==> src/bru_pkg.sv <==
// width constants, operation, control-flow and address enums, branch structs and helper
package bru_pkg;

  // data and address width of the execute unit
  localparam int unsigned XLEN = 32;

  // cause code reported for a jump or taken branch to a misaligned target
  localparam logic [4:0] INSTR_ADDR_MISALIGNED = 5'd0;

  // control-flow operations handled by the branch unit
  // the first six are conditional, the last two always jump
  typedef enum logic [2:0] {
    BEQ  = 3'd0,
    BNE  = 3'd1,
    BLT  = 3'd2,
    BGE  = 3'd3,
    BLTU = 3'd4,
    BGEU = 3'd5,
    JAL  = 3'd6,
    JALR = 3'd7
  } fu_op_e;

  // control-flow type, used both as the front end's guess and as the
  // resolved type that selects which predictor gets updated
  typedef enum logic [2:0] {
    NO_CF  = 3'd0,
    BRANCH = 3'd1,
    JUMP   = 3'd2,
    JUMP_R = 3'd3,
    RETURN = 3'd4
  } cf_e;

  // configuration register map, one word per address
  typedef enum logic [1:0] {
    CFG_CTRL       = 2'd0,
    CFG_RESOLVED   = 2'd1,
    CFG_MISPREDICT = 2'd2
  } cfg_addr_e;

  // prediction that travelled with the instruction from fetch
  typedef struct packed {
    cf_e             cf;
    logic [XLEN-1:0] predict_address;
  } predict_t;

  // one issued control-flow instruction, imm is already sign-extended
  typedef struct packed {
    fu_op_e          op;
    logic [XLEN-1:0] operand_a;
    logic [XLEN-1:0] operand_b;
    logic [XLEN-1:0] imm;
    logic [XLEN-1:0] pc;
    logic            is_compressed;
    predict_t        predict;
  } br_req_t;

  // item held in the compare register stage
  typedef struct packed {
    logic    valid;
    br_req_t req;
    logic    comp_res;
  } br_stage_t;

  // resolution sent back towards the front end and the counters
  typedef struct packed {
    logic            valid;
    logic [XLEN-1:0] pc;
    logic [XLEN-1:0] target_address;
    logic            is_taken;
    logic            is_mispredict;
    cf_e             cf_type;
  } resolve_t;

  // exception raised by the branch unit
  typedef struct packed {
    logic            valid;
    logic [4:0]      cause;
    logic [XLEN-1:0] tval;
  } exc_t;

  // true for the six conditional branch operations
  function automatic logic op_is_branch(input fu_op_e op);
    logic is_br;
    case (op)
      BEQ, BNE, BLT, BGE, BLTU, BGEU: is_br = 1'b1;
      default:                        is_br = 1'b0;
    endcase
    return is_br;
  endfunction

endpackage

==> src/branch_compare.sv <==
// issue register stage with the branch comparison for conditional operations
`timescale 1ns/1ps

module branch_compare (
  input  logic               clk_i,
  input  logic               arst_n_i,
  input  logic               issue_valid_i,
  input  bru_pkg::br_req_t   issue_req_i,
  output bru_pkg::br_stage_t stage_o
);

  // comparison outcome of the incoming request, before the register
  logic             comp_res;

  // registered stage contents
  logic             valid_q;
  bru_pkg::br_req_t req_q;
  logic             comp_res_q;

  // evaluate the condition on the issue side so that the branch unit only
  // sees a single bit after the register
  always_comb begin
    case (issue_req_i.op)
      bru_pkg::BEQ:  comp_res = issue_req_i.operand_a == issue_req_i.operand_b;
      bru_pkg::BNE:  comp_res = issue_req_i.operand_a != issue_req_i.operand_b;
      // signed compares reinterpret both operands as two's complement
      bru_pkg::BLT:  comp_res = $signed(issue_req_i.operand_a) <
                                $signed(issue_req_i.operand_b);
      bru_pkg::BGE:  comp_res = $signed(issue_req_i.operand_a) >=
                                $signed(issue_req_i.operand_b);
      bru_pkg::BLTU: comp_res = issue_req_i.operand_a < issue_req_i.operand_b;
      bru_pkg::BGEU: comp_res = issue_req_i.operand_a >= issue_req_i.operand_b;
      // jumps carry no condition, the branch unit treats them as taken anyway
      default:       comp_res = 1'b0;
    endcase
  end

  // the valid bit is high for exactly one cycle after each sampled issue
  always_ff @(posedge clk_i or negedge arst_n_i) begin
    if (!arst_n_i) begin
      valid_q <= 1'b0;
    end else begin
      valid_q <= issue_valid_i;
    end
  end

  // the request and its comparison outcome are loaded when an issue is sampled
  always_ff @(posedge clk_i) begin
    if (issue_valid_i) begin
      req_q      <= issue_req_i;
      comp_res_q <= comp_res;
    end
  end

  // drive the stage item field by field
  always_comb begin
    stage_o.valid    = valid_q;
    stage_o.req      = req_q;
    stage_o.comp_res = comp_res_q;
  end

endmodule

==> src/branch_unit.sv <==
// branch target, link value, mispredict resolution and misaligned-target exception
`timescale 1ns/1ps

module branch_unit (
  input  bru_pkg::br_stage_t       stage_i,
  input  logic                     rvc_en_i,
  output bru_pkg::resolve_t        resolve_o,
  output logic [bru_pkg::XLEN-1:0] link_o,
  output bru_pkg::exc_t            exc_o
);

  // operation class of the registered item
  logic                     is_branch;
  logic                     is_jalr;
  logic                     taken;

  // address arithmetic
  logic [bru_pkg::XLEN-1:0] pc_step;
  logic [bru_pkg::XLEN-1:0] next_pc;
  logic [bru_pkg::XLEN-1:0] jump_base;
  logic [bru_pkg::XLEN-1:0] target_address;

  // prediction checks
  logic                     predicted_branch;
  logic                     jalr_mispredict;
  logic                     misaligned;

  assign is_branch = bru_pkg::op_is_branch(stage_i.req.op);
  assign is_jalr   = stage_i.req.op == bru_pkg::JALR;

  // conditional branches follow the comparison, JAL and JALR always jump
  assign taken = is_branch ? stage_i.comp_res : 1'b1;

  // a compressed instruction is 2 bytes long, a full one 4 bytes
  always_comb begin
    pc_step      = '0;
    pc_step[2:1] = stage_i.req.is_compressed ? 2'b01 : 2'b10;
  end

  // the link value is written to rd and is also the fall-through address
  assign next_pc = stage_i.req.pc + pc_step;
  assign link_o  = next_pc;

  // JALR jumps relative to rs1, every other operation relative to the pc
  assign jump_base = is_jalr ? stage_i.req.operand_a : stage_i.req.pc;

  always_comb begin
    target_address = jump_base + stage_i.req.imm;
    // the ISA requires JALR to drop the lowest bit of the sum
    if (is_jalr) begin
      target_address[0] = 1'b0;
    end
  end

  // the front end guessed taken only if it tagged the item as a branch
  assign predicted_branch = stage_i.req.predict.cf == bru_pkg::BRANCH;

  // a register jump is wrong if nothing was predicted or the address differs
  assign jalr_mispredict = is_jalr &&
                           (stage_i.req.predict.cf == bru_pkg::NO_CF ||
                            stage_i.req.predict.predict_address != target_address);

  // resolution of the registered item
  always_comb begin
    resolve_o.valid          = stage_i.valid;
    resolve_o.pc             = stage_i.req.pc;
    resolve_o.target_address = '0;
    resolve_o.is_taken       = 1'b0;
    resolve_o.is_mispredict  = 1'b0;
    // by default the predicted type is handed back unchanged, e.g. for JAL
    resolve_o.cf_type        = stage_i.req.predict.cf;
    if (stage_i.valid) begin
      // not taken means the front end continues at the link value
      resolve_o.target_address = taken ? target_address : next_pc;
      resolve_o.is_taken       = taken;
      if (is_branch) begin
        // branches always update the history table
        resolve_o.cf_type       = bru_pkg::BRANCH;
        resolve_o.is_mispredict = taken != predicted_branch;
      end
      if (jalr_mispredict) begin
        resolve_o.is_mispredict = 1'b1;
        // a return stays a return so the return stack is not confused with the BTB
        if (stage_i.req.predict.cf != bru_pkg::RETURN) begin
          resolve_o.cf_type = bru_pkg::JUMP_R;
        end
      end
    end
  end

  // without compressed support targets must sit on a 4 byte boundary,
  // with it a 2 byte boundary is enough
  assign misaligned = target_address[0] || (!rvc_en_i && target_address[1]);

  // only a jump that is actually taken can fault, a not-taken branch
  // never fetches from its target
  always_comb begin
    exc_o.valid = stage_i.valid && taken && misaligned;
    exc_o.cause = bru_pkg::INSTR_ADDR_MISALIGNED;
    // tval reports the pc of the faulting control-flow instruction
    exc_o.tval  = stage_i.req.pc;
  end

endmodule

==> src/bru_cfg_regs.sv <==
// configuration register with the compressed enable and the resolve and mispredict counters
`timescale 1ns/1ps

module bru_cfg_regs #(
  parameter int unsigned CNT_W = 16
) (
  input  logic                     clk_i,
  input  logic                     arst_n_i,
  input  logic                     cfg_we_i,
  input  bru_pkg::cfg_addr_e       cfg_addr_i,
  input  logic [bru_pkg::XLEN-1:0] cfg_wdata_i,
  output logic [bru_pkg::XLEN-1:0] cfg_rdata_o,
  input  bru_pkg::resolve_t        resolve_i,
  output logic                     rvc_en_o
);

  // register state
  logic             rvc_en_q;
  logic [CNT_W-1:0] resolved_cnt_q;
  logic [CNT_W-1:0] mispredict_cnt_q;

  // decoded write strobes
  logic             wr_ctrl;
  logic             clr_resolved;
  logic             clr_mispredict;

  assign wr_ctrl        = cfg_we_i && cfg_addr_i == bru_pkg::CFG_CTRL;
  assign clr_resolved   = cfg_we_i && cfg_addr_i == bru_pkg::CFG_RESOLVED;
  assign clr_mispredict = cfg_we_i && cfg_addr_i == bru_pkg::CFG_MISPREDICT;

  // compressed instructions are enabled out of reset
  always_ff @(posedge clk_i or negedge arst_n_i) begin
    if (!arst_n_i) begin
      rvc_en_q <= 1'b1;
    end else if (wr_ctrl) begin
      rvc_en_q <= cfg_wdata_i[0];
    end
  end

  // counters wrap at CNT_W bits
  // a software clear on the same edge as an event wins over the increment
  always_ff @(posedge clk_i or negedge arst_n_i) begin
    if (!arst_n_i) begin
      resolved_cnt_q   <= '0;
      mispredict_cnt_q <= '0;
    end else begin
      if (clr_resolved) begin
        resolved_cnt_q <= '0;
      end else if (resolve_i.valid) begin
        resolved_cnt_q <= resolved_cnt_q + 1'b1;
      end
      // only valid resolutions can count as mispredicts
      if (clr_mispredict) begin
        mispredict_cnt_q <= '0;
      end else if (resolve_i.valid && resolve_i.is_mispredict) begin
        mispredict_cnt_q <= mispredict_cnt_q + 1'b1;
      end
    end
  end

  // combinational read, narrower fields are zero-extended to XLEN
  always_comb begin
    cfg_rdata_o = '0;
    case (cfg_addr_i)
      bru_pkg::CFG_CTRL:       cfg_rdata_o[0]         = rvc_en_q;
      bru_pkg::CFG_RESOLVED:   cfg_rdata_o[CNT_W-1:0] = resolved_cnt_q;
      bru_pkg::CFG_MISPREDICT: cfg_rdata_o[CNT_W-1:0] = mispredict_cnt_q;
      // the unmapped address reads as zero
      default:                 cfg_rdata_o            = '0;
    endcase
  end

  assign rvc_en_o = rvc_en_q;

endmodule

==> src/bru_top.sv <==
// branch resolution top level joining compare stage, branch unit and register block
`timescale 1ns/1ps

module bru_top #(
  // width of the two event counters in the register block
  parameter int unsigned CNT_W = 16
) (
  input  logic                     clk_i,
  input  logic                     arst_n_i,
  // issue side, one item per cycle at most
  input  logic                     issue_valid_i,
  input  bru_pkg::br_req_t         issue_req_i,
  // configuration port
  input  logic                     cfg_we_i,
  input  bru_pkg::cfg_addr_e       cfg_addr_i,
  input  logic [bru_pkg::XLEN-1:0] cfg_wdata_i,
  output logic [bru_pkg::XLEN-1:0] cfg_rdata_o,
  // results, valid one cycle after the issue
  output bru_pkg::resolve_t        resolve_o,
  output logic [bru_pkg::XLEN-1:0] link_o,
  output bru_pkg::exc_t            exc_o
);

  // registered item between compare stage and branch unit
  bru_pkg::br_stage_t stage;
  // compressed enable from the register block
  logic               rvc_en;

  branch_compare u_branch_compare (
    .clk_i         (clk_i),
    .arst_n_i      (arst_n_i),
    .issue_valid_i (issue_valid_i),
    .issue_req_i   (issue_req_i),
    .stage_o       (stage)
  );

  branch_unit u_branch_unit (
    .stage_i   (stage),
    .rvc_en_i  (rvc_en),
    .resolve_o (resolve_o),
    .link_o    (link_o),
    .exc_o     (exc_o)
  );

  // the counters watch the same resolution that leaves the top level
  bru_cfg_regs #(
    .CNT_W (CNT_W)
  ) u_bru_cfg_regs (
    .clk_i       (clk_i),
    .arst_n_i    (arst_n_i),
    .cfg_we_i    (cfg_we_i),
    .cfg_addr_i  (cfg_addr_i),
    .cfg_wdata_i (cfg_wdata_i),
    .cfg_rdata_o (cfg_rdata_o),
    .resolve_i   (resolve_o),
    .rvc_en_o    (rvc_en)
  );

endmodule

==> config.mk <==
export PLATFORM = sky130hd
export DESIGN_NAME = bru_top
export DESIGN_NICKNAME = d
export VERILOG_FILES = /design/src/bru_pkg.sv /design/src/branch_compare.sv /design/src/branch_unit.sv /design/src/bru_cfg_regs.sv /design/src/bru_top.sv
export SDC_FILE = /design/constraint.sdc
export NUM_CORES = 1
export LEC_CHECK = 0
export BUFFER_PORTS_ARGS = -buffer_cell sky130_fd_sc_hd__clkbuf_2
export CAP_MARGIN = 20
export CORE_ASPECT_RATIO = 0.9
export CORE_MARGIN = 1.5
export CORE_UTILIZATION = 47
export CTS_CLUSTER_DIAMETER = 80
export CTS_CLUSTER_SIZE = 24
export DETAILED_ROUTE_END_ITERATION = 7
export PLACE_DENSITY = 0.74
export SYNTH_ARGS = -nofsm -noshare
export SYNTH_HDL_FRONTEND = slang
export SYNTH_SLANG_ARGS = --single-unit
==> constraint.sdc <==
create_clock -name clk_i -period 6.7 [get_ports clk_i]
set_input_delay 1.34 -clock clk_i [delete_from_list [all_inputs] [get_ports clk_i]]
set_output_delay 1.34 -clock clk_i [all_outputs]
set_load 0.01 [all_outputs]
==> metrics, run 1 <==
worst min path class=register to register; Routed Antenna Nets=0; Worst Skew=0.01163 ns; largest net degree at the start of global routing=77; worst reg-to-reg setup slack=around 1.7 ns; hold path start=u_bru_cfg_regs.resolved_cnt_q[15]; Post-synth EDFFs=136; first-pass GRT wire length=roughly 58 mm; PostCTS Resize Cnt=0; R2R Path Start=u_branch_compare.stage_o[166]; port buffer count=approximately 320; routed len/inst=20.43 um; Pwr Total=roughly 3.6 mW; fin area=14340 um^2; worst vdd ir=approximately 170 uV; Row Count=56; Post-Route WL=38.69 mm; layout cells sized above 1=about a quarter; CTS buffer count=17; WS Path Type=register to output pin; main flop type after synthesis=edfxtp_1; total grt overflow=0; clock sink total=170; clock tree buffer depth=2; sequential area share after synthesis=between 30% and 40%; footprint of the multi-input gates=6445 um^2; full die area=about 27000 um^2; Yosys reg bits=170; post-route insts no fill=~1900; Setup Buffers After CTS=0; CP Capture Type=output pin; Final Cycle Share=96.24%; commonest non-fill, non-tap cell in the layout=clkbuf_2; H-Tree Depth=4; clock transition at the registers of the reported paths=about 0.070 ns; effective utilization at floorplan=a little under half; most frequent cells in the layout=clkbuf_2 (323), nand2_1 (207), edfxtp_1 (136); Reg area=4936 um^2; Max-Slew Margin vs Limit=between 20% and 30%; Iteration-0 DRC Markers=approximately 1000; clk root buf=clkbuf_16; Final min period=6.448 ns; final core occ=between 50% and 60%; dpl cells=between 1500 and 2000; ys async rst share=between 20% and 30%; Syn. warnings=0; Setup WS post-layout=approximately 0.25 ns; fillers=between 2000 and 2500; clk_lat worst skew=about 0.45 ns; DPL Wire Length=30.71 mm; setup_tns=0 ns; Max Cap Violations=0; routed vias=10663; I/O pins=between 300 and 400; Worst EP arrival=between 5 and 6 ns; Post-CTS Hold Fix Bufs=0; Crit Path Max Fanout=16; Hold EP=u_bru_cfg_regs.resolved_cnt_q[15]; Mapped Area=between 10000 and 15000 um^2; GRT Util Overall=between 20% and 30%; vias in the first global route=just under 10000; Final setup viols=0; TritonCTS clock tree=yes; fmax=~160 MHz; Die H=156.8 um; Final #Nets=1816; worst r2r path cells=17; RR Endpoint=u_bru_cfg_regs.mispredict_cnt_q[3]; hold depth=2; max-slew violations=0; syn avg cell area=around 9.6 um^2; Hold Fails Final Rpt=0; worst slack at placement=slightly below 0.6 ns; area post-placement=13700 um^2; Layout area overhead=16.10%; antenna violations before repair=2; Mapped Cells=approximately 1300; PwrDens=around 250 nW/um^2; Placer Congestion=approximately 0.9; Initial DRT Pass Iterations=5; worst hold slack=between 0.5 and 0.6 ns; unrepaired setup endpoints after global routing=false; vias per inst=~5.6; Critical Path RT=about 5.4 ns; Netlist cell types=between 80 and 90; core box area=around 26000 um^2; status=finished clean; die width=about 170 um; leak pwr=between 6 and 7 nW; drt drc=0; crit start category=register; Worst Tran Pin Value=~1.1 ns
==> registers in the layout, summed over array words and instances (netlist names) <==
signal                           count
u_bru_cfg_regs.mispredict_cnt_q     16
u_bru_cfg_regs.rvc_en_o              1
u_branch_compare.comp_res_q          1
u_bru_cfg_regs.resolved_cnt_q       16
u_branch_compare.stage_o           135
u_branch_compare.valid_q             1
==> final cells by class <==
class	instances	share of cell area (%)
antenna	2	0.03491
clock buffer	17	2.967
clock inverter	15	1.257
inverter	45	1.178
multi-input combinational	958	44.96
sequential	170	34.43
tap	348	3.037
timing repair buffer	339	12.14
==> synth_stat cells (33+ instances only) <==
cell / instances / area [um^2]
xor2_1: 36 / 315.3
a21oi_1: 61 / 305.3
edfxtp_1: 136 / 4084
nand3_1: 34 / 170.2
dfrtp_1: 33 / 825.8
o21ai_0: 60 / 300.3
inv_1: 45 / 168.9
nand2_1: 207 / 777.0
ha_1: 78 / 975.9
nor2_1: 58 / 217.7
buf_4: 89 / 668.1
xnor2_1: 51 / 446.7
==> worst max-delay path by stage <==
stage	endpoint	slack, ns	start	cells past startpoint
after floorplan	resolve_o[2]	1.19	u_branch_compare.stage_o[166]	18
after global placement	resolve_o[2]	0.69	u_branch_compare.stage_o[166]	17
after detailed placement	resolve_o[2]	0.58	u_branch_compare.stage_o[166]	17
after CTS	resolve_o[2]	0.1	u_branch_compare.stage_o[166]	17
after global routing	resolve_o[2]	0.02	u_branch_compare.stage_o[166]	17
final	resolve_o[2]	0.25	u_branch_compare.stage_o[166]	17
==> cells by family (layout without fill, tap and decap cells) <==
| kind of cell | after synthesis | count (layout) | share of synthesized area, % |
|---|---|---|---|
| multiplexers | 20 | 20 | 1.662 |
| other | 1 | 23 | 0.03037 |
| XOR/XNOR | 95 | 95 | 7.691 |
| adder cells (fa/ha/maj) | 80 | 80 | 8.228 |
| AND/OR/NAND/NOR | 476 | 476 | 18.88 |
| flip-flops | 170 | 170 | 39.97 |
| buffers and inverters | 180 | 416 | 8.704 |
| AO/OA/AOI/OAI | 266 | 266 | 14.83 |
==> per-layer routing <==
layer / global-route usage, % / wire, um
met1: 39.93 / 17130
met2: 44.32 / 17630
met3: 4.835 / 3057
met4: 8.456 / 873
met5: 0 / 0
==> critical path: stages, from the launching register on <==
cell,delay [ns]
edfxtp_1,0.42
and3_1,0.24
buf_4,0.20
nand2_1,0.09
nand2_1,0.08
ha_1,0.31
a21oi_1,0.27
o21ai_0,0.26
nor3_2,0.53
o21ai_0,0.29
xnor2_1,0.24
or4_1,0.60
nor4_4,0.21
nand4_2,0.24
o21ai_1,0.21
o21ai_0,0.11
a21boi_0,0.18
clkbuf_2,0.18
==> power breakdown <==
part	internal (mW)	total (mW)	switching (mW)
clock network	0.536	1.03	0.491
logic	0.475	1.19	0.717
registers	1.24	1.33	0.0923
(Power assumes the default switching activity.)
==> run 2, diff against run 1 <==
- CELL_PAD_IN_SITES_DETAIL_PLACEMENT: default -> 0
- CELL_PAD_IN_SITES_GLOBAL_PLACEMENT: default -> 1
- CORE_UTILIZATION: 47 -> 39
- PLACE_DENSITY: 0.74 -> default
- PLACE_DENSITY_LB_ADDON: default -> 0.1
==> metrics, run 2 (same netlist as run 1, synthesis figures left out) <==
Placer Congestion=0.8727 (-3.8%); Post-Route WL=40.14 mm (+3.7%); RR Endpoint=u_bru_cfg_regs.mispredict_cnt_q[6]; Final min period=6.465 ns (+0.01666 ns); Combinational Power Share=34.0% (+0.4 points); commonest non-fill, non-tap cell in the layout=clkbuf_2; worst min path class=register to register; Final setup viols=0 (unchanged); antenna violations before repair=0 (-2); routed vias=10295 (-3.5%); sequential power share=37.2% (-0.3 points); die width=190.6 um (+9.6%); switch share=36.62% (about the same); worst reg-to-reg setup slack=1.73 ns (+0.04 ns); Layout area overhead=17.01%; core box area=31060 um^2 (+20%); routed len/inst=20.50 um (+0.34%); Max-Slew Margin vs Limit=33.84% (+11 points); Die H=171.8 um (+9.6%); fillers=3070 (+32%); Net Sw Power=1.308 mW (+0.63%); CTS buffer count=17 (unchanged); DPL Wire Length=31.90 mm (+3.9%); unrepaired setup endpoints after global routing=false; port buffer count=324 (unchanged); Final #Nets=1821 (+0.28%); full die area=32740 um^2 (+20%); Final Cycle Share=96.49% (+0.25 points); Iteration-0 DRC Markers=822 (-20%); PwrDens=247.3 nW/um^2 (-0.16%); hold depth=2 (unchanged); Worst Skew=0.01304 ns (+0.001416 ns); Initial DRT Pass Iterations=5 (unchanged); clk_lat worst skew=0.45 ns (about the same); Setup Buffers After CTS=0 (unchanged); Worst Tran Pin Value=0.9674 ns (-0.1826 ns); Worst EP arrival=5.13 ns (+0.02 ns); Post-CTS Hold Fix Bufs=0 (unchanged); Antenna diodes=0 (-2); leak pwr=6.511 nW (+0.31%); worst r2r path cells=19 (+2); Max Cap Violations=0 (unchanged); largest net degree at the start of global routing=86 (+12%); clock share of power=28.8% (about the same); CP peak stage delay=0.44 ns (-0.16 ns); crit start category=register; Routed Antenna Nets=0 (unchanged); Crit Path Max Fanout=17 (+1); dpl cells=1926 (+3.5%); total grt overflow=0 (unchanged); clock sink total=170 (unchanged); clock transition at the registers of the reported paths=0.08 ns (about the same); R2R Path Start=u_branch_compare.stage_o[165]; worst vdd ir=170.2 uV (-0.30%); H-Tree Depth=4 (unchanged); Int Pwr=2.265 mW (+0.62%); max reg flops=135 (unchanged); max-slew violations=0 (unchanged); Row Count=61 (+8.9%); most frequent cells in the layout=clkbuf_2 (323), nand2_1 (207), edfxtp_1 (136); vias in the first global route=9688 (-2.5%); Hold EP=u_bru_cfg_regs.resolved_cnt_q[15]; WS Path Type=register to output pin; hold path start=u_bru_cfg_regs.resolved_cnt_q[15]; first-pass GRT wire length=59.23 mm (+2.3%); I/O pins=377 (unchanged); Slowest-stage cell, CP=fa_1; vias per inst=5.258 (-6.6%); TritonCTS clock tree=yes; CP Cell Sequence=and3_1, buf_4, nand2_1, nand2_1, ha_1, fa_1, nand3_1, a211oi_2, nor3b_4, o31ai_2, buf_4, a21o_1, a2111o_1, a211oi_1, nand4_1, o21ai_2, o21ai_0, a21boi_1, clkbuf_2; Hold Fails Final Rpt=0 (unchanged); Critical Path RT=5.36 ns (about the same); CP Capture Type=output pin; layout cells sized above 1=26.86% (+0.30 points); setup_tns=0 ns (unchanged); clock tree buffer depth=2 (unchanged); post-route insts no fill=1958 (+3.4%); GRT Util Overall=24.42% (-3.8 points); effective utilization at floorplan=39.75% (-7.9 points); status=finished clean; drt drc=0 (unchanged); fmax=154.7 MHz (-0.26%); clk root buf=clkbuf_16
==> run 2: area by class of cell <==
| class | count | area, um^2 | area share [%] |
|---|---|---|---|
| multi-input cells | 958 | 6466 | 44.75 |
| flip-flops and latches | 170 | 4936 | 34.16 |
| repair buffers | 344 | 1778 | 12.31 |
| well taps | 409 | 511.7 | 3.542 |
| clock buffers | 18 | 439.2 | 3.039 |
| inverters | 45 | 168.9 | 1.169 |
| clock inverters | 14 | 148.9 | 1.030 |
==> run 2: critical path: cells and delay by family (launching register included) <==
family | cells | cell delay [ns]
fa+ha+maj | 2 | 0.64
buf+inv | 3 | 0.57
simple gates | 6 | 1.32
flops | 1 | 0.43
compound gates | 8 | 1.71
==> run 2: worst max path at each step <==
stage	startpoint	end	slack (ns)
after global routing	u_branch_compare.stage_o[166]	resolve_o[2]	0.01
after floorplan	u_branch_compare.stage_o[166]	resolve_o[2]	1.19
after CTS	u_branch_compare.stage_o[166]	resolve_o[2]	0.005
final	u_branch_compare.stage_o[165]	resolve_o[2]	0.23
after global placement	u_branch_compare.stage_o[166]	resolve_o[2]	0.45
after detailed placement	u_branch_compare.stage_o[166]	resolve_o[2]	0.40
==> run 2: timing repair <==
action	CTS	global route
endpoints found under the hold margin	0	0
gates resized for setup	2	11
setup endpoints to repair	2	3
==> run 2: per-stage QoR <==
stage                     total power [mW]  hold WS, ns  cell area, um^2  util [%]  setup slack [ns]
after global routing                 3.760       0.6074            14450     46.51           0.01439
after detailed placement             2.540       0.5370            13810     44.47            0.3968
final                                3.573       0.5527            14450     46.51            0.2350
after CTS                            3.590       0.5556            14420     46.41          0.005246
after floorplan                      2.129       0.5050            12420         -             1.187
after global placement               2.546       0.5241            13810     44.47            0.4461
==> run 2: power groups by stage <==
stage                     registers [mW]  clock network [mW]  logic (mW)
after floorplan                     1.32                   0       0.813
after global placement              1.35                   0        1.20
after detailed placement            1.35                   0        1.19
after CTS                           1.33                1.06        1.20
after global routing                1.34                1.09        1.32
final                               1.33                1.03        1.21
==> run 2: per-layer routing <==
metal	vias up	part of all wire (%)	track usage, %
met4	0	0.99	4.142
met5	-	0	0
met2	311	46	38.15
li1	5018	-	-
met3	20	5.3	4.489
met1	4946	48	35.49
